## src/common/link_test_pkg.sv

```systemverilog
package link_test_pkg;

    //////////////////////////////
    // Lane counts
    //////////////////////////////

    // Transceiver lanes on the board
    localparam int NUM_LANES = 8;
    // Lanes 4 to 7 carry an error counter
    localparam int NUM_COUNTED_LANES = 4;
    localparam int FIRST_COUNTED_LANE = 4;

    // Front-panel LED count
    localparam int LED_WIDTH = 8;

    //////////////////////////////
    // CCB bus layout
    //////////////////////////////

    // Raw bus is active low
    localparam int CCB_WIDTH = 51;
    // Command field and its strobe
    localparam int CCB_CMD_LSB = 2;
    localparam int CCB_CMD_MSB = 7;
    localparam int CCB_STROBE_BIT = 10;

    // Decoded command codes
    typedef enum logic [5:0] {
        CMD_BX0    = 6'd1,
        CMD_RESYNC = 6'd3
    } ccb_opcode_t;

    //////////////////////////////
    // Boot timing
    //////////////////////////////

    // clk40 cycles per boot tick
    localparam int BOOT_TICK_DIV = 4;
    localparam int TICK_DIV_WIDTH = $clog2(BOOT_TICK_DIV);

    // Phase timer thresholds, in ticks
    localparam int TX_WAIT_TICKS = 20;
    localparam int RX_WAIT_TICKS = 40;
    localparam int INJECT_END_TICKS = 120;
    localparam int INJECT_DONE_TICKS = 140;
    localparam int CLEAR_END_TICKS = 160;
    // Wide enough for the last threshold
    localparam int TIMER_WIDTH = $clog2(CLEAR_END_TICKS + 1);

    // Per-lane saturating error counter
    localparam int ERR_COUNT_WIDTH = 2;
    localparam logic [ERR_COUNT_WIDTH-1:0] ERR_COUNT_MAX = '1;

    // Bring-up phases, value doubles as LED code
    typedef enum logic [3:0] {
        PH_RESET        = 4'd1,
        PH_EN_TX        = 4'd2,
        PH_TX_DONE      = 4'd3,
        PH_EN_RX        = 4'd4,
        PH_RX_DONE      = 4'd5,
        PH_INJECT       = 4'd6,
        PH_INJECT_DONE  = 4'd7,
        PH_INJECT_CLEAR = 4'd8,
        PH_CHECK        = 4'd10
    } boot_phase_t;

    // One-cycle command pulses from the CCB
    typedef struct packed {
        logic bx0;
        logic resync;
    } ccb_cmd_t;

    // PRBS control lines to the transceivers
    typedef struct packed {
        logic prbs_reset;
        logic counter_reset;
        logic error_inject;
    } prbs_ctrl_t;

endpackage

```

## src/logic/ccb_decoder.sv

```systemverilog
module ccb_decoder
    import link_test_pkg::*;
(
    input  logic                 clk40,
    input  logic                 reset,
    input  logic [CCB_WIDTH-1:0] ccb_rx_i,
    output ccb_cmd_t             cmd_o
);

    // Input stage of the raw bus
    logic [CCB_WIDTH-1:0] ccb_rx_q;
    // Active-high copy
    logic [CCB_WIDTH-1:0] ccb_rx;
    ccb_opcode_t          cmd_code;
    logic                 cmd_strobe;

    //////////////////////////////
    // Input register
    //////////////////////////////

    // Bus idles high, so reset loads all ones
    always_ff @(posedge clk40 or posedge reset) begin
        if (reset) begin
            ccb_rx_q <= '1;
        end else begin
            ccb_rx_q <= ccb_rx_i;
        end
    end

    // CCB lines are active low
    assign ccb_rx = ~ccb_rx_q;

    // Command field and strobe
    assign cmd_code   = ccb_opcode_t'(ccb_rx[CCB_CMD_MSB:CCB_CMD_LSB]);
    assign cmd_strobe = ccb_rx[CCB_STROBE_BIT];

    //////////////////////////////
    // Decode register
    //////////////////////////////

    // Pulse length follows the strobe
    always_ff @(posedge clk40 or posedge reset) begin
        if (reset) begin
            cmd_o <= '0;
        end else begin
            // Bunch crossing zero
            cmd_o.bx0    <= cmd_strobe && (cmd_code == CMD_BX0);
            // Resync of the optical links
            cmd_o.resync <= cmd_strobe && (cmd_code == CMD_RESYNC);
        end
    end

endmodule

```

## src/boot/boot_sequencer.sv

```systemverilog
module boot_sequencer
    import link_test_pkg::*;
(
    input  logic                 clk40,
    input  logic                 reset,
    input  ccb_cmd_t             cmd_i,
    input  logic [NUM_LANES-1:0] tx_done_i,
    input  logic [NUM_LANES-1:0] rx_done_i,
    input  logic                 inject_i,
    input  logic                 counter_reset_user_i,
    output boot_phase_t          phase_o,
    output logic [NUM_LANES-1:0] tx_reset_o,
    output logic [NUM_LANES-1:0] rx_reset_o,
    output prbs_ctrl_t           prbs_ctrl_o
);

    boot_phase_t               phase_q;
    boot_phase_t               phase_d;

    // Tick prescaler and phase timer
    logic [TICK_DIV_WIDTH-1:0] prescale_q;
    logic [TIMER_WIDTH-1:0]    timer_q;
    logic                      tick;
    logic                      timer_clear;

    // All lanes report reset done
    logic                      tx_all_done;
    logic                      rx_all_done;

    assign tx_all_done = &tx_done_i;
    assign rx_all_done = &rx_done_i;

    //////////////////////////////
    // Tick prescaler and timer
    //////////////////////////////

    // Timer restarts in the reset and wait-for-done phases
    assign timer_clear = (phase_q == PH_RESET) ||
                         (phase_q == PH_TX_DONE) ||
                         (phase_q == PH_RX_DONE);

    // One tick every BOOT_TICK_DIV cycles
    assign tick = (prescale_q == TICK_DIV_WIDTH'(BOOT_TICK_DIV - 1));

    always_ff @(posedge clk40 or posedge reset) begin
        if (reset) begin
            prescale_q <= '0;
            timer_q    <= '0;
        end else if (timer_clear) begin
            prescale_q <= '0;
            timer_q    <= '0;
        end else begin
            if (tick) begin
                prescale_q <= '0;
            end else begin
                prescale_q <= prescale_q + 1'b1;
            end
            // Hold at full scale while idling in check
            if (tick && (timer_q != '1)) begin
                timer_q <= timer_q + 1'b1;
            end
        end
    end

    //////////////////////////////
    // Phase FSM
    //////////////////////////////

    always_comb begin
        phase_d = phase_q;
        case (phase_q)
            PH_RESET: begin
                phase_d = PH_EN_TX;
            end
            // Give TX reset release time to settle
            PH_EN_TX: begin
                if (timer_q >= TIMER_WIDTH'(TX_WAIT_TICKS)) begin
                    phase_d = PH_TX_DONE;
                end
            end
            // Unbounded wait on the transmitters
            PH_TX_DONE: begin
                if (tx_all_done) begin
                    phase_d = PH_EN_RX;
                end
            end
            PH_EN_RX: begin
                if (timer_q >= TIMER_WIDTH'(RX_WAIT_TICKS)) begin
                    phase_d = PH_RX_DONE;
                end
            end
            // Unbounded wait on the receivers
            PH_RX_DONE: begin
                if (rx_all_done) begin
                    phase_d = PH_INJECT;
                end
            end
            // Injection window, timer keeps running across these three
            PH_INJECT: begin
                if (timer_q >= TIMER_WIDTH'(INJECT_END_TICKS)) begin
                    phase_d = PH_INJECT_DONE;
                end
            end
            PH_INJECT_DONE: begin
                if (timer_q >= TIMER_WIDTH'(INJECT_DONE_TICKS)) begin
                    phase_d = PH_INJECT_CLEAR;
                end
            end
            PH_INJECT_CLEAR: begin
                if (timer_q >= TIMER_WIDTH'(CLEAR_END_TICKS)) begin
                    phase_d = PH_CHECK;
                end
            end
            // Free-running check, left only by resync
            PH_CHECK: begin
                phase_d = PH_CHECK;
            end
            default: begin
                phase_d = PH_RESET;
            end
        endcase
        // Resync restarts bring-up from any phase
        if (cmd_i.resync) begin
            phase_d = PH_RESET;
        end
    end

    always_ff @(posedge clk40 or posedge reset) begin
        if (reset) begin
            phase_q <= PH_RESET;
        end else begin
            phase_q <= phase_d;
        end
    end

    assign phase_o = phase_q;

    //////////////////////////////
    // Output decode
    //////////////////////////////

    always_comb begin
        // Safe state, everything held in reset
        tx_reset_o                = '1;
        rx_reset_o                = '1;
        prbs_ctrl_o.prbs_reset    = 1'b1;
        prbs_ctrl_o.counter_reset = 1'b1;
        prbs_ctrl_o.error_inject  = 1'b0;
        case (phase_q)
            PH_EN_TX, PH_TX_DONE: begin
                tx_reset_o = '0;
            end
            PH_EN_RX: begin
                tx_reset_o = '0;
                rx_reset_o = '0;
            end
            // PRBS checkers come out of reset
            PH_RX_DONE, PH_INJECT_CLEAR: begin
                tx_reset_o                = '0;
                rx_reset_o                = '0;
                prbs_ctrl_o.prbs_reset    = 1'b0;
                prbs_ctrl_o.counter_reset = 1'b0;
            end
            PH_INJECT: begin
                tx_reset_o                = '0;
                rx_reset_o                = '0;
                prbs_ctrl_o.prbs_reset    = 1'b0;
                prbs_ctrl_o.counter_reset = 1'b0;
                prbs_ctrl_o.error_inject  = 1'b1;
            end
            // Still injecting, but counters held clear
            PH_INJECT_DONE: begin
                tx_reset_o               = '0;
                rx_reset_o               = '0;
                prbs_ctrl_o.error_inject = 1'b1;
            end
            // User and BX0 control injection from here on
            PH_CHECK: begin
                tx_reset_o                = '0;
                rx_reset_o                = '0;
                prbs_ctrl_o.prbs_reset    = 1'b0;
                prbs_ctrl_o.counter_reset = counter_reset_user_i;
                prbs_ctrl_o.error_inject  = inject_i | cmd_i.bx0;
            end
            default: begin
                tx_reset_o = '1;
                rx_reset_o = '1;
            end
        endcase
    end

endmodule

```

## src/display/error_display.sv

```systemverilog
module error_display
    import link_test_pkg::*;
(
    input  logic                         clk40,
    input  logic                         reset,
    input  boot_phase_t                  phase_i,
    input  logic                         counter_reset_i,
    input  logic [NUM_COUNTED_LANES-1:0] prbs_error_i,
    output logic [LED_WIDTH-1:0]         led_o
);

    // Index 0 is lane FIRST_COUNTED_LANE
    logic [ERR_COUNT_WIDTH-1:0]   err_cnt_q [NUM_COUNTED_LANES];

    // Counter MSBs, lane 4 in the top bit
    logic [NUM_COUNTED_LANES-1:0] cnt_msb;
    // Full counts, lane 4 in the top pair
    logic [LED_WIDTH-1:0]         cnt_pairs;

    //////////////////////////////
    // Saturating error counters
    //////////////////////////////

    always_ff @(posedge clk40 or posedge reset) begin
        if (reset) begin
            for (int lane = 0; lane < NUM_COUNTED_LANES; lane++) begin
                err_cnt_q[lane] <= '0;
            end
        end else begin
            for (int lane = 0; lane < NUM_COUNTED_LANES; lane++) begin
                if (counter_reset_i) begin
                    err_cnt_q[lane] <= '0;
                end else if (prbs_error_i[lane] && (err_cnt_q[lane] != ERR_COUNT_MAX)) begin
                    // One count per error cycle, stops at full scale
                    err_cnt_q[lane] <= err_cnt_q[lane] + 1'b1;
                end
            end
        end
    end

    //////////////////////////////
    // LED multiplexer
    //////////////////////////////

    // Reorder so the first counted lane lands on the left
    always_comb begin
        cnt_msb   = '0;
        cnt_pairs = '0;
        for (int lane = 0; lane < NUM_COUNTED_LANES; lane++) begin
            cnt_msb[NUM_COUNTED_LANES-1-lane] = err_cnt_q[lane][ERR_COUNT_WIDTH-1];
            cnt_pairs[LED_WIDTH-1-lane*ERR_COUNT_WIDTH -: ERR_COUNT_WIDTH] = err_cnt_q[lane];
        end
    end

    always_comb begin
        case (phase_i)
            // Bring-up shows only the phase code
            PH_RESET, PH_EN_TX, PH_TX_DONE, PH_EN_RX, PH_RX_DONE: begin
                led_o = {phase_i, {NUM_COUNTED_LANES{1'b0}}};
            end
            // Injection shows whether each lane has seen errors
            PH_INJECT, PH_INJECT_DONE, PH_INJECT_CLEAR: begin
                led_o = {phase_i, cnt_msb};
            end
            // Check phase gives the whole panel to the counts
            PH_CHECK: begin
                led_o = cnt_pairs;
            end
            default: begin
                led_o = '0;
            end
        endcase
    end

endmodule

```

## src/logic/link_test_top.sv

```systemverilog
module link_test_top
    import link_test_pkg::*;
(
    input  logic                 clk40,
    input  logic                 reset,
    // Raw CCB bus, active low
    input  logic [CCB_WIDTH-1:0] ccb_rx_i,
    // Transceiver status
    input  logic [NUM_LANES-1:0] tx_reset_done_i,
    input  logic [NUM_LANES-1:0] rx_reset_done_i,
    input  logic [NUM_LANES-1:0] prbs_error_i,
    // Front-panel user controls
    input  logic                 inject_i,
    input  logic                 counter_reset_user_i,
    // Transceiver control
    output logic [NUM_LANES-1:0] tx_reset_o,
    output logic [NUM_LANES-1:0] rx_reset_o,
    output prbs_ctrl_t           prbs_ctrl_o,
    output logic [LED_WIDTH-1:0] led_o
);

    ccb_cmd_t    ccb_cmd;
    boot_phase_t phase;

    //////////////////////////////
    // CCB command decode
    //////////////////////////////

    ccb_decoder u_ccb_decoder (
        .clk40    (clk40),
        .reset    (reset),
        .ccb_rx_i (ccb_rx_i),
        .cmd_o    (ccb_cmd)
    );

    // Bring-up FSM
    boot_sequencer u_boot_sequencer (
        .clk40                (clk40),
        .reset                (reset),
        .cmd_i                (ccb_cmd),
        .tx_done_i            (tx_reset_done_i),
        .rx_done_i            (rx_reset_done_i),
        .inject_i             (inject_i),
        .counter_reset_user_i (counter_reset_user_i),
        .phase_o              (phase),
        .tx_reset_o           (tx_reset_o),
        .rx_reset_o           (rx_reset_o),
        .prbs_ctrl_o          (prbs_ctrl_o)
    );

    // Only the upper four lanes are counted
    error_display u_error_display (
        .clk40           (clk40),
        .reset           (reset),
        .phase_i         (phase),
        .counter_reset_i (prbs_ctrl_o.counter_reset),
        .prbs_error_i    (prbs_error_i[FIRST_COUNTED_LANE +: NUM_COUNTED_LANES]),
        .led_o           (led_o)
    );

endmodule

```

## config.mk

```make
export PLATFORM = sky130hd
export DESIGN_NAME = link_test_top
export DESIGN_NICKNAME = d
export VERILOG_FILES = /design/src/common/link_test_pkg.sv /design/src/logic/ccb_decoder.sv /design/src/boot/boot_sequencer.sv /design/src/display/error_display.sv /design/src/logic/link_test_top.sv
export SDC_FILE = /design/constraint.sdc
export NUM_CORES = 1
export LEC_CHECK = 0
export BUFFER_PORTS_ARGS = -buffer_cell sky130_fd_sc_hd__buf_2
export CAP_MARGIN = 20
export CORE_AREA = 4 4 95 61
export DETAILED_ROUTE_END_ITERATION = 7
export DIE_AREA = 0 0 99 65
export GPL_TIMING_DRIVEN = 0
export PLACE_DENSITY = 0.81
export SYNTH_ARGS = -nofsm -noshare
export SYNTH_HDL_FRONTEND = slang
export SYNTH_HIERARCHICAL = 1
export SYNTH_SLANG_ARGS = --single-unit
```

## constraint.sdc

```tcl
create_clock -name clk40 -period 1.8 [get_ports clk40]
set_input_delay 0.18 -clock clk40 [delete_from_list [all_inputs] [get_ports clk40]]
set_output_delay 0.18 -clock clk40 [all_outputs]
set_load 0.1 [all_outputs]
```

After elaboration in Yosys (flattened, before gate mapping)
Cells that the tools add are included.

word-level totals
  flip-flop bits (word level) = 35
  input bits = 79

cells by class
  reductions and logical operators = 23
  muxes and demuxes = 26
  add/subtract/negate cells = 6
  bitwise gates (word level) = 2
  eq/ne operators = 24
  magnitude comparators = 5

operators by type and width
  kind                 count
  $pmux 4 s9           1
  $mux 4               8
  $mux 8               4
  $pmux 8 s3           1
  $ne 3x2->1 const B   7
  $mux 2               10
  $eq 4x3->1 const B   4
  $ge 8x8->1 const B   2
  $reduce_and 8->1     2
  $not 11->11          1
  $add 2x1->2 const B  5
  $reduce_bool 2->1    5
  $add 8x1->8 const B  1
  $eq 4x2->1 const B   2
  $eq 4x4->1 const B   2
  $ge 8x5->1 const B   1
  $ge 8x6->1 const B   1
  $ge 8x7->1 const B   1
  $ne 2x2->1 const B   4
  $ne 8x8->1 const B   1
  $reduce_or 8->1      1
  $logic_and 1x1->1    7
  $reduce_and 7->1     1
  $eq 6x1->1 const B   1
  11 further kinds     13

Depth between registers and ports, before layout
Gate-level depths: netlist of run 1.

  word-level depth = 4
  mapped depth = 8
  gate-level depth less buffers = 6

Modules after synthesis
The synthesis of run 1 kept the hierarchy.

by module, submodules not included
  module          times used  seq. area each (sq um)  cells an instance  area each (sq um)
  boot_sequencer  1           351.6                   128                1123.6
  error_display   1           200.2                   59                 580.6
  ccb_decoder     1           234.0                   14                 287.8

Least setup slack after synthesis of run 1
No wires, ideal clock.

  kind = register to output
  start = register u_boot_sequencer.phase_q[3], in the netlist u_boot_sequencer/phase_o[3]
  end = output led_o[7]
  required time = 1.620 ns
  path slack = -1.357 ns
  path buffers = 0
  arrival = 2.977 ns
  stages on the path, launching flop included = 3
  cells stage by stage = dfrtp_1 -> nor3b_4 -> a21boi_0

between the ends
  word-level cells in the longest chain between the ends = 3

ends and longest elaborated chain
  element                                             line                   source
  start: declaration                                  boot_sequencer.sv:17   boot_phase_t phase_q;
  start signal: assignment                            boot_sequencer.sv:132  phase_q <= phase_d;
  $eq 4x2->1, or another cell as far along            error_display.sv:56    case (phase_i)
  $reduce_or 5->1 or $reduce_or 3->1 (tied branches)  error_display.sv:56
  $pmux 8 s3 (*)                                      error_display.sv:56
  end: declaration                                    link_test_top.sv:19    output logic [LED_WIDTH-1:0] led_o

Every way passes the cells marked *; elsewhere a longest branch is shown, timed or not.

Worst setup path in the final report of run 1
  start = register u_boot_sequencer.phase_q[2], in the netlist u_boot_sequencer/phase_o[2]
  end = register u_boot_sequencer.phase_q[0], in the netlist u_boot_sequencer/phase_o[0]

between the ends
  word-level cells in the longest chain between the ends = 3

ends and longest elaborated chain
  element                                                      line                  source
  $eq 4x2->1, or another cell as far along                     boot_sequencer.sv:71  case (phase_q)
  $ne 3x2->1 (no source line) or $pmux 4 s9 (tied branches)    --
  $reduce_and 7->1 (no source line) or $mux 4 (tied branches)  --

Parallel ways exist; a longest one is shown, timed or not.
A chain may end at the register's enable or synchronous reset.

==> results of run 1 <==
[sequential cells by signal, summed over array words and instances (netlist names)]
register	count
u_boot_sequencer/phase_o	4
u_ccb_decoder/ccb_rx_q	7
u_ccb_decoder/cmd_o	2
u_boot_sequencer/prescale_q	2
u_error_display/cnt_msb	4
u_boot_sequencer/timer_q	8
u_error_display/cnt_pairs	4
[area by class of cell]
cell class	count	share of cell area
inverters	9	0.00961
flip-flops and latches	31	0.224
plain buffers	22	0.0850
well taps	66	0.0235
clock buffers	6	0.0206
clock inverters	2	0.0171
repair buffers	95	0.290
multi-input cells	139	0.330
[worst min-delay path, stage by stage]
cell     delay, ns
buf_2         0.09
nor2b_1       0.15
xnor2_1       0.13
nor2_1        0.04
[worst max-delay path by stage]
stage,start,to,cells past startpoint
2_1_floorplan,u_boot_sequencer/phase_o[0],prbs_ctrl_o[2],4
3_3_place_gp,u_boot_sequencer/phase_o[2],prbs_ctrl_o[0],4
3_5_place_dp,u_boot_sequencer/phase_o[0],u_boot_sequencer/phase_o[2],6
4_1_cts,u_boot_sequencer/phase_o[0],u_boot_sequencer/phase_o[2],6
5_1_grt,u_boot_sequencer/phase_o[2],tx_reset_o[1],8
6_report,u_boot_sequencer/phase_o[2],u_boot_sequencer/phase_o[0],8
[synth_stat cells (all sizes together) (7+ instances only)]
cell   count  area, sq um
nor2      29          109
dfrtp     23          576
buf       21          156
a21oi     11         55.1
inv        9         33.8
dfstp      8          210
nand4      8         50.1
nor2b      8         57.6
ha         7         87.6
nand2      7         26.3
xnor2      7         61.3
[repair_timing]
| action | CTS | global route |
|---|---|---|
| pin swaps | 13 | 10 |
| hold endpoints to repair | 30 | 0 |
| hold buffers | 8 | 0 |
| buffers inserted | 24 | 6 |
| gates resized for setup | 104 | 28 |
| setup endpoints to repair | 30 | 40 |
[stage by stage]
step           area [sq um]  instances  worst slack, ns  setup TNS (ns)
6_report               3520        370           -0.109           -1.68
5_1_grt                3520        370           -0.169           -3.25
4_1_cts                3350        364          -0.0941           -1.34
3_5_place_dp           2530        324           -0.192           -2.52
3_3_place_gp           2530        324           -0.152           -1.94
2_1_floorplan          2170        201           -0.194           -1.59
[per-layer routing]
metal,track usage,vias to the layer above
met1,0.221,888
met5,0,-
met2,0.291,92
met3,0.0398,8
met4,0.0579,0
li1,-,889
[logic make-up after synthesis]
group / after synthesis / share of synthesized area
AND/OR/NAND/NOR: 76 / 0.230
AO/OA/AOI/OAI: 35 / 0.133
buffers and inverters: 31 / 0.0980
flip-flops: 31 / 0.394
XOR/XNOR: 13 / 0.0572
multiplexers: 8 / 0.0433
adder cells (fa/ha/maj): 7 / 0.0440
==> flow_summary_export.csv, run 1 <==
group,metric,value,unit
outcome,status,"finished, violations left",
outcome,violations,"setup timing",
cts,cts_buffer_depth,2,
synth,synth_ff_type,"dfrtp_1",
synth,synth_cell_types,48,
timing,tightest_slew,0.584,ns
cells_and_area,multi_input_area,1160,sq um
hold_path,whs_path_depth,4,
floorplan,die_h,65,um
cells_and_area,seq_area,788,sq um
setup_path,start_kind,"flop",
cts,numClockSinks,31,
cells_and_area,final_common_cell,"buf_12",
synth,synth-seq-cells,31,
drt,drtIter0Drc,156,
timing,fin_ws,-0.109,ns
drt,ant_nets,0,
placement,place.gp.congestion,0.814,
setup_path,r2r_slack,-0.11,ns
drt,wl_per_cell,15.7,um
timing,max_freq,524,MHz
timing,drv_slew,0,
drt,routed_via_density,5.07,
hold_path,hp-class,"input pin to flop",
synth,avgSynthCellArea,9.91,sq um
cells_and_area,finish.utilization,0.713,
cts,cts_buffers,5,
drt,drt_pass1_iterations,4,
drt,finalWirelength,5820,um
timing,finalCritPeriodShare,1.06,
timing,finalClockSkew,0.00467,ns
synth,syn_inst,201,
drt,met3_length,504,um
grt,grt_usage,0.173,
drt,met2WireLength,2770,um
synth,yosys_warnings,6,
setup_path,crit_fanout,8,
synth,syn_nets,287,
setup_path,reg2reg_to,"u_boot_sequencer/phase_o[0]",
setup_path,reg2reg_from,"u_boot_sequencer/phase_o[2]",
cells_and_area,drive_above_1_share,0.536,
grt,grt_max_degree,15,
cts,clockRootBuffer,"clkbuf_8",
setup_path,critPathKind,"flop to flop",
setup_path,critPathRequiredTime,1.99,ns
synth,synth-seq-area-share,0.394,
placement,hpwl,3540,um
floorplan,die_area,6440,sq um
setup_path,crit_path_end_kind,"flop",
cts,clock_latency,0.28,ns
drt,dr.max_layer_used,"met4",
job,drv_cap,0,
setup_path,slowest_delay,0.44,ns
cts,htree_levels,2,
placement,place.port_buffers,57,
timing,rsz0062_at_grt,"yes",
setup_path,critical-path-top-delay-family,"buffers and inverters",
cells_and_area,areaGrowthSynthToFinish,76.6,%
grt,antenna_found_initial,0,
timing,min_period,1.91,ns
cts,clkSlewWorstSetupHoldPaths,0.06,ns
synth,synth_area,1990,sq um
floorplan,rows,20,
hold_path,whs_endpoint,"u_error_display/cnt_pairs[2]",
cells_and_area,layout_common_cells,"34 x buf_12, 30 x buf_2, 26 x buf_4, 26 x nor2_1, 21 x dfrtp_1",
drt,dr_total_vias,1877,
setup_path,critPathSlowestCell,"dfrtp_2",
timing,holdWs,0.357,ns
timing,maxSlewHeadroom,0.610,
synth,synth_edf_count,0,
drt,drc,0,
cells_and_area,nNetsFinal,389,
timing,setup_viol,25,
setup_path,critPathBufInv,4,
floorplan,die_x,99,um
hold_path,min_from,"prbs_error_i[6]",
floorplan,start_util,0.404,
grt,grt_pass1_wl,8860,um
cts,cts_tree,"done",
cells_and_area,nFillCells,312,
setup_path,ff2ff_path_depth,8,
cells_and_area,n_antenna_cell,0,
setup_path,cp_cell_sequence,"buf_12, buf_8, buf_4, o21ai_2, a2111oi_4, nor3_4, buf_6, mux2i_2",
grt,gr-total-overflow,0,
grt,grt_pass1_vias,1867,
timing,hold_violations,0,
setup_path,arrival,2.10,ns
synth,async_reset_ff_frac,1.00,
floorplan,io-pin-count,106,
drt,wl_met1,2480,um
floorplan,core_area,4930,sq um
Power of run 1 is not shown: default switching activity piles up to over one toggle a cycle in this logic, so the estimate is an artifact.
==> inputs of run 2 (changes only) <==
==> constraint.sdc (replaced) <==
create_clock -name clk40 -period 1.8 [get_ports clk40]
set_input_delay 0.09 -clock clk40 [delete_from_list [all_inputs] [get_ports clk40]]
set_output_delay 0.09 -clock clk40 [all_outputs]
set_load 0.1 [all_outputs]
==> flow_summary_export.csv, run 2 (synthesized netlist as in run 1, its figures left out) <==
group,metric,value,unit
outcome,status,"finished, violations left",
outcome,violations,"setup timing",
placement,hpwl,3520,um
cts,clock_latency,0.30,ns
setup_path,start_kind,"flop",
timing,tns,-1.54,ns
hold_path,min_from,"prbs_error_i[7]",
timing,rsz0062_at_grt,"yes",
placement,place.gp.congestion,0.807,
cells_and_area,drive_above_1_share,0.503,
grt,antenna_found_initial,0,
timing,tightest_slew,0.746,ns
setup_path,critPathRequiredTime,1.99,ns
timing,finalCritPeriodShare,1.09,
timing,finalClockSkew,0.0122,ns
timing,max_freq,511,MHz
setup_path,critical-path-top-delay-family,"flip-flops",
setup_path,crit_path_end_kind,"flop",
timing,drv_slew,0,
grt,grt_pass1_wl,8970,um
setup_path,crit_fanout,5,
setup_path,reg2reg_to,"u_boot_sequencer/phase_o[2]",
setup_path,slowest_delay,0.59,ns
floorplan,die_area,6440,sq um
timing,fin_ws,-0.159,ns
floorplan,die_h,65,um
cts,clkSlewWorstSetupHoldPaths,0.08,ns
setup_path,cp_cell_sequence,"buf_6, nand4b_1, a21o_1, a221oi_4, nor3_4, mux2_4",
setup_path,critPathKind,"flop to flop",
drt,drc,0,
setup_path,r2r_slack,-0.16,ns
floorplan,die_x,99,um
timing,hold_violations,0,
cells_and_area,largest_register_ffs,8,
drt,routed_via_density,5.08,
placement,place.port_buffers,57,
setup_path,critPathSlowestCell,"dfstp_2",
setup_path,critPathBufInv,1,
cells_and_area,areaGrowthSynthToFinish,64.6,%
cells_and_area,n_antenna_cell,0,
floorplan,core_area,4930,sq um
cts,clockRootBuffer,"clkbuf_8",
drt,drt_pass1_iterations,4,
cells_and_area,nNetsFinal,381,
timing,min_period,1.96,ns
hold_path,hp-class,"input pin to flop",
job,drv_cap,0,
drt,finalWirelength,5770,um
cts,numClockSinks,31,
grt,grt_usage,0.179,
cts,cts_buffers,5,
floorplan,start_util,0.404,
cells_and_area,nFillCells,362,
cells_and_area,regMostFlops,"u_boot_sequencer/timer_q",
timing,maxSlewHeadroom,0.503,
drt,dr_total_vias,1839,
hold_path,whs_path_depth,4,
grt,grt_max_degree,15,
setup_path,arrival,2.15,ns
cells_and_area,final_common_cell,"buf_2",
hold_path,whs_endpoint,"u_error_display/cnt_pairs[0]",
cells_and_area,reg_top3,"u_boot_sequencer/timer_q (8), u_ccb_decoder/ccb_rx_q (7)",
drt,ant_nets,0,
setup_path,reg2reg_from,"u_boot_sequencer/phase_o[0]",
cts,htree_levels,2,
setup_path,ff2ff_path_depth,6,
floorplan,io-pin-count,106,
grt,gr-total-overflow,0,
grt,grt_pass1_vias,1898,
drt,drtIter0Drc,107,
cts,cts_tree,"done",
cells_and_area,finish.utilization,0.665,
drt,wl_per_cell,15.9,um
timing,setup_viol,21,
cts,cts_buffer_depth,2,
cells_and_area,layout_common_cells,"32 x buf_2, 27 x nor2_1, 22 x buf_4",
floorplan,rows,20,
[run 2: cell count changes in the layout (fill, tap and decap cells not counted), moves of 4 or more]
| cell | delta |
|---|---|
| a21oi_1 | +4 |
| a21oi_2 | -5 |
| buf_12 | -13 |
| buf_8 | +6 |
| buf_4 | -4 |
[run 2: worst max path at each step]
stage                                            from                          end  slack (ns)  depth (start not counted)
final                     u_boot_sequencer/phase_o[0]  u_boot_sequencer/phase_o[2]       -0.16                          6
after global routing      u_boot_sequencer/phase_o[0]  u_boot_sequencer/phase_o[2]       -0.20                          6
after CTS                 u_boot_sequencer/phase_o[0]  u_boot_sequencer/phase_o[2]       -0.09                          6
after detailed placement  u_boot_sequencer/phase_o[0]  u_boot_sequencer/phase_o[2]       -0.20                          6
after global placement    u_boot_sequencer/phase_o[0]  u_boot_sequencer/phase_o[2]       -0.17                          6
after floorplan           u_boot_sequencer/phase_o[2]                tx_reset_o[1]       -0.08                          5
[run 2: metrics by stage]
| stage | hold WS [ns] | instance area [sq um] | cells | setup slack, ns |
|---|---|---|---|---|
| floorplan | -0.0943 | 2130 | 201 | -0.0834 |
| global placement | 0.0752 | 2500 | 324 | -0.166 |
| detailed placement | 0.0816 | 2500 | 324 | -0.203 |
| CTS | 0.233 | 3140 | 359 | -0.0857 |
| global route | 0.282 | 3280 | 362 | -0.205 |
| finish | 0.227 | 3280 | 362 | -0.159 |
[run 2: layer usage]
metal  wire length, um  GRT usage  up-vias
met5                 0          0        -
met3               543     0.0656       11
met2              2700      0.286       88
met1              2400      0.227      863
met4               124     0.0511        0
li1                  -          -      877
[run 2: cell type report]
type | instances | area (sq um) | share of cell area
Clock inverter | 3 | 23.8 | 0.00725
Tap cell | 66 | 82.6 | 0.0252
Buffer | 22 | 226 | 0.0691
Inverter | 9 | 33.8 | 0.0103
Sequential cell | 31 | 788 | 0.240
Timing Repair Buffer | 87 | 906 | 0.276
Clock buffer | 5 | 68.8 | 0.0210
Multi-Input combinational cell | 139 | 1150 | 0.350
[run 2: tightest hold or removal path: stages]
cell,delay (ns)
buf_2,0.09
nor2b_1,0.14
xnor2_1,0.13
nor2_1,0.04
[run 2: what timing repair did]
item / in CTS / in global routing
resized for setup: 81 / 28
buffers inserted: 20 / 3
pin swaps: 6 / 7
hold buffers: 8 / 0
endpoints found under the hold margin: 30 / 0
endpoints found under the setup margin: 31 / 40
Power of run 2 is left out for the same reason.
==> inputs of run 3 (changes only) <==
SKIP_LAST_GASP = 1   (was unset)
==> flow_summary_export.csv, run 3 (synthesized netlist as in run 1, its figures left out) <==
group,metric,value,unit
placement,hpwl,3520,um
cts,cts_buffer_depth,2,
setup_path,critPathKind,"flop to flop",
cts,htree_levels,2,
timing,max_freq,509,MHz
cells_and_area,nFillCells,350,
cells_and_area,largest_register_ffs,8,
drt,drt_pass1_iterations,4,
cells_and_area,reg_top3,"u_boot_sequencer/timer_q (8), u_ccb_decoder/ccb_rx_q (7)",
timing,min_period,1.96,ns
drt,dr_total_vias,1854,
grt,grtUsageMet3,0.0645,
cells_and_area,regMostFlops,"u_boot_sequencer/timer_q",
floorplan,die_h,65,um
floorplan,die_x,99,um
cells_and_area,areaGrowthSynthToFinish,67.7,%
timing,tns,-0.920,ns
drt,wl_per_cell,16.5,um
job,drv_cap,0,
drt,ant_nets,0,
placement,place.gp.congestion,0.807,
setup_path,start_kind,"flop",
timing,fin_ws,-0.165,ns
grt,grt_max_degree,15,
drt,drtIter0Drc,104,
cts,numClockSinks,31,
floorplan,core_area,4930,sq um
floorplan,start_util,0.404,
timing,setup_viol,21,
grt,grt_pass1_wl,8950,um
setup_path,ff2ff_path_depth,6,
cells_and_area,n_antenna_cell,0,
setup_path,crit_start,"u_boot_sequencer/phase_o[0]",
floorplan,io-pin-count,106,
drt,finalWirelength,5990,um
setup_path,crit_fanout,5,
setup_path,endpoint,"u_boot_sequencer/phase_o[2]",
floorplan,rows,20,
timing,tightest_slew,0.554,ns
cells_and_area,drive_above_1_share,0.510,
drt,routed_via_density,5.12,
cells_and_area,finish.utilization,0.677,
timing,hold_violations,0,
cts,cts_tree,"done",
grt,gr-total-overflow,0,
setup_path,reg2reg_from,"u_boot_sequencer/phase_o[0]",
cells_and_area,layout_common_cells,"32 x buf_2, 26 x buf_12, 26 x nor2_1",
outcome,status,"finished, violations left",
grt,antenna_found_initial,0,
grt,grtUsageMet1,0.225,
setup_path,r2r_slack,-0.16,ns
setup_path,reg2reg_to,"u_boot_sequencer/phase_o[2]",
cells_and_area,stdcell_area,3340,sq um
timing,finalClockSkew,0.00877,ns
cells_and_area,final_common_cell,"buf_2",
timing,rsz0062_at_grt,"yes",
cts,clock_latency,0.29,ns
floorplan,die_area,6440,sq um
grt,grt_pass1_vias,1889,
setup_path,arrival,2.15,ns
placement,place.port_buffers,57,
outcome,violations,"setup timing",
cts,cts_buffers,5,
cts,clkSlewWorstSetupHoldPaths,0.08,ns
grt,grt_usage,0.178,
drt,drc,0,
setup_path,crit_path_end_kind,"flop",
timing,holdWs,0.238,ns
timing,drv_slew,0,
grt,grt.busiest_layer,"met2",
hold_path,hp-class,"input pin to flop",
cts,clockRootBuffer,"clkbuf_8",
timing,maxSlewHeadroom,0.630,
placement,place_area,2500,sq um
grt,gr-usage-met2,0.287,
cells_and_area,nNetsFinal,381,
timing,finalCritPeriodShare,1.09,
setup_path,critPathRequiredTime,1.98,ns
[run 3: cell count changes in the layout (fill, tap and decap cells not counted), moves of 5 or more]
| cell | before | now |
|---|---|---|
| buf_12 | 21 | 26 |
| buf_4 | 22 | 14 |
| buf_6 | 15 | 22 |
| buf_8 | 8 | 3 |
[run 3: through the flow]
step                      setup slack, ns  instances
after CTS                          -0.104        359
after floorplan                   -0.0834        201
after global routing               -0.244        362
after detailed placement           -0.203        324
final                              -0.165        362
after global placement             -0.166        324
[run 3: area by class of cell]
cell class	count	area, sq um	area share
multi-input combinational	139	1160	0.347
timing repair buffer	87	921	0.276
sequential	31	788	0.236
buffer	22	262	0.0783
tap	66	82.6	0.0247
clock buffer	5	68.8	0.0206
inverter	9	33.8	0.0101
clock inverter	3	23.8	0.00712
[run 3: timing repair]
action	4_1_cts	5_1_grt
gates resized for setup	73	50
hold endpoints to repair	30	0
hold buffers	8	0
cloned	0	0
pin swaps	5	8
setup endpoints to repair	31	40
buffers inserted	20	3
[run 3: worst min path at each step]
stage | end | cells past startpoint | startpoint
6_report | u_error_display/cnt_pairs[0] | 4 | prbs_error_i[7]
5_1_grt | u_error_display/cnt_pairs[0] | 4 | prbs_error_i[7]
4_1_cts | u_error_display/cnt_pairs[0] | 4 | prbs_error_i[7]
3_5_place_dp | u_ccb_decoder/cmd_o[0] | 2 | reset
3_3_place_gp | u_ccb_decoder/cmd_o[0] | 2 | reset
2_1_floorplan | u_error_display/cnt_msb[0] | 1 | reset
[run 3: worst max-delay path: stages (launching register included)]
cell and delay, ns:
dfstp_2 0.60, buf_6 0.16, nand4b_1 0.15, a21o_1 0.23, a221oi_4 0.31, nor3_4 0.10, mux2_4 0.30
[run 3: layer usage]
metal / up-vias / share of wire
met2: 95 / 0.47
met5: - / 0
met1: 874 / 0.41
met4: 0 / 0.022
met3: 12 / 0.096
li1: 873 / -
Power of run 3 is left out for the same reason.
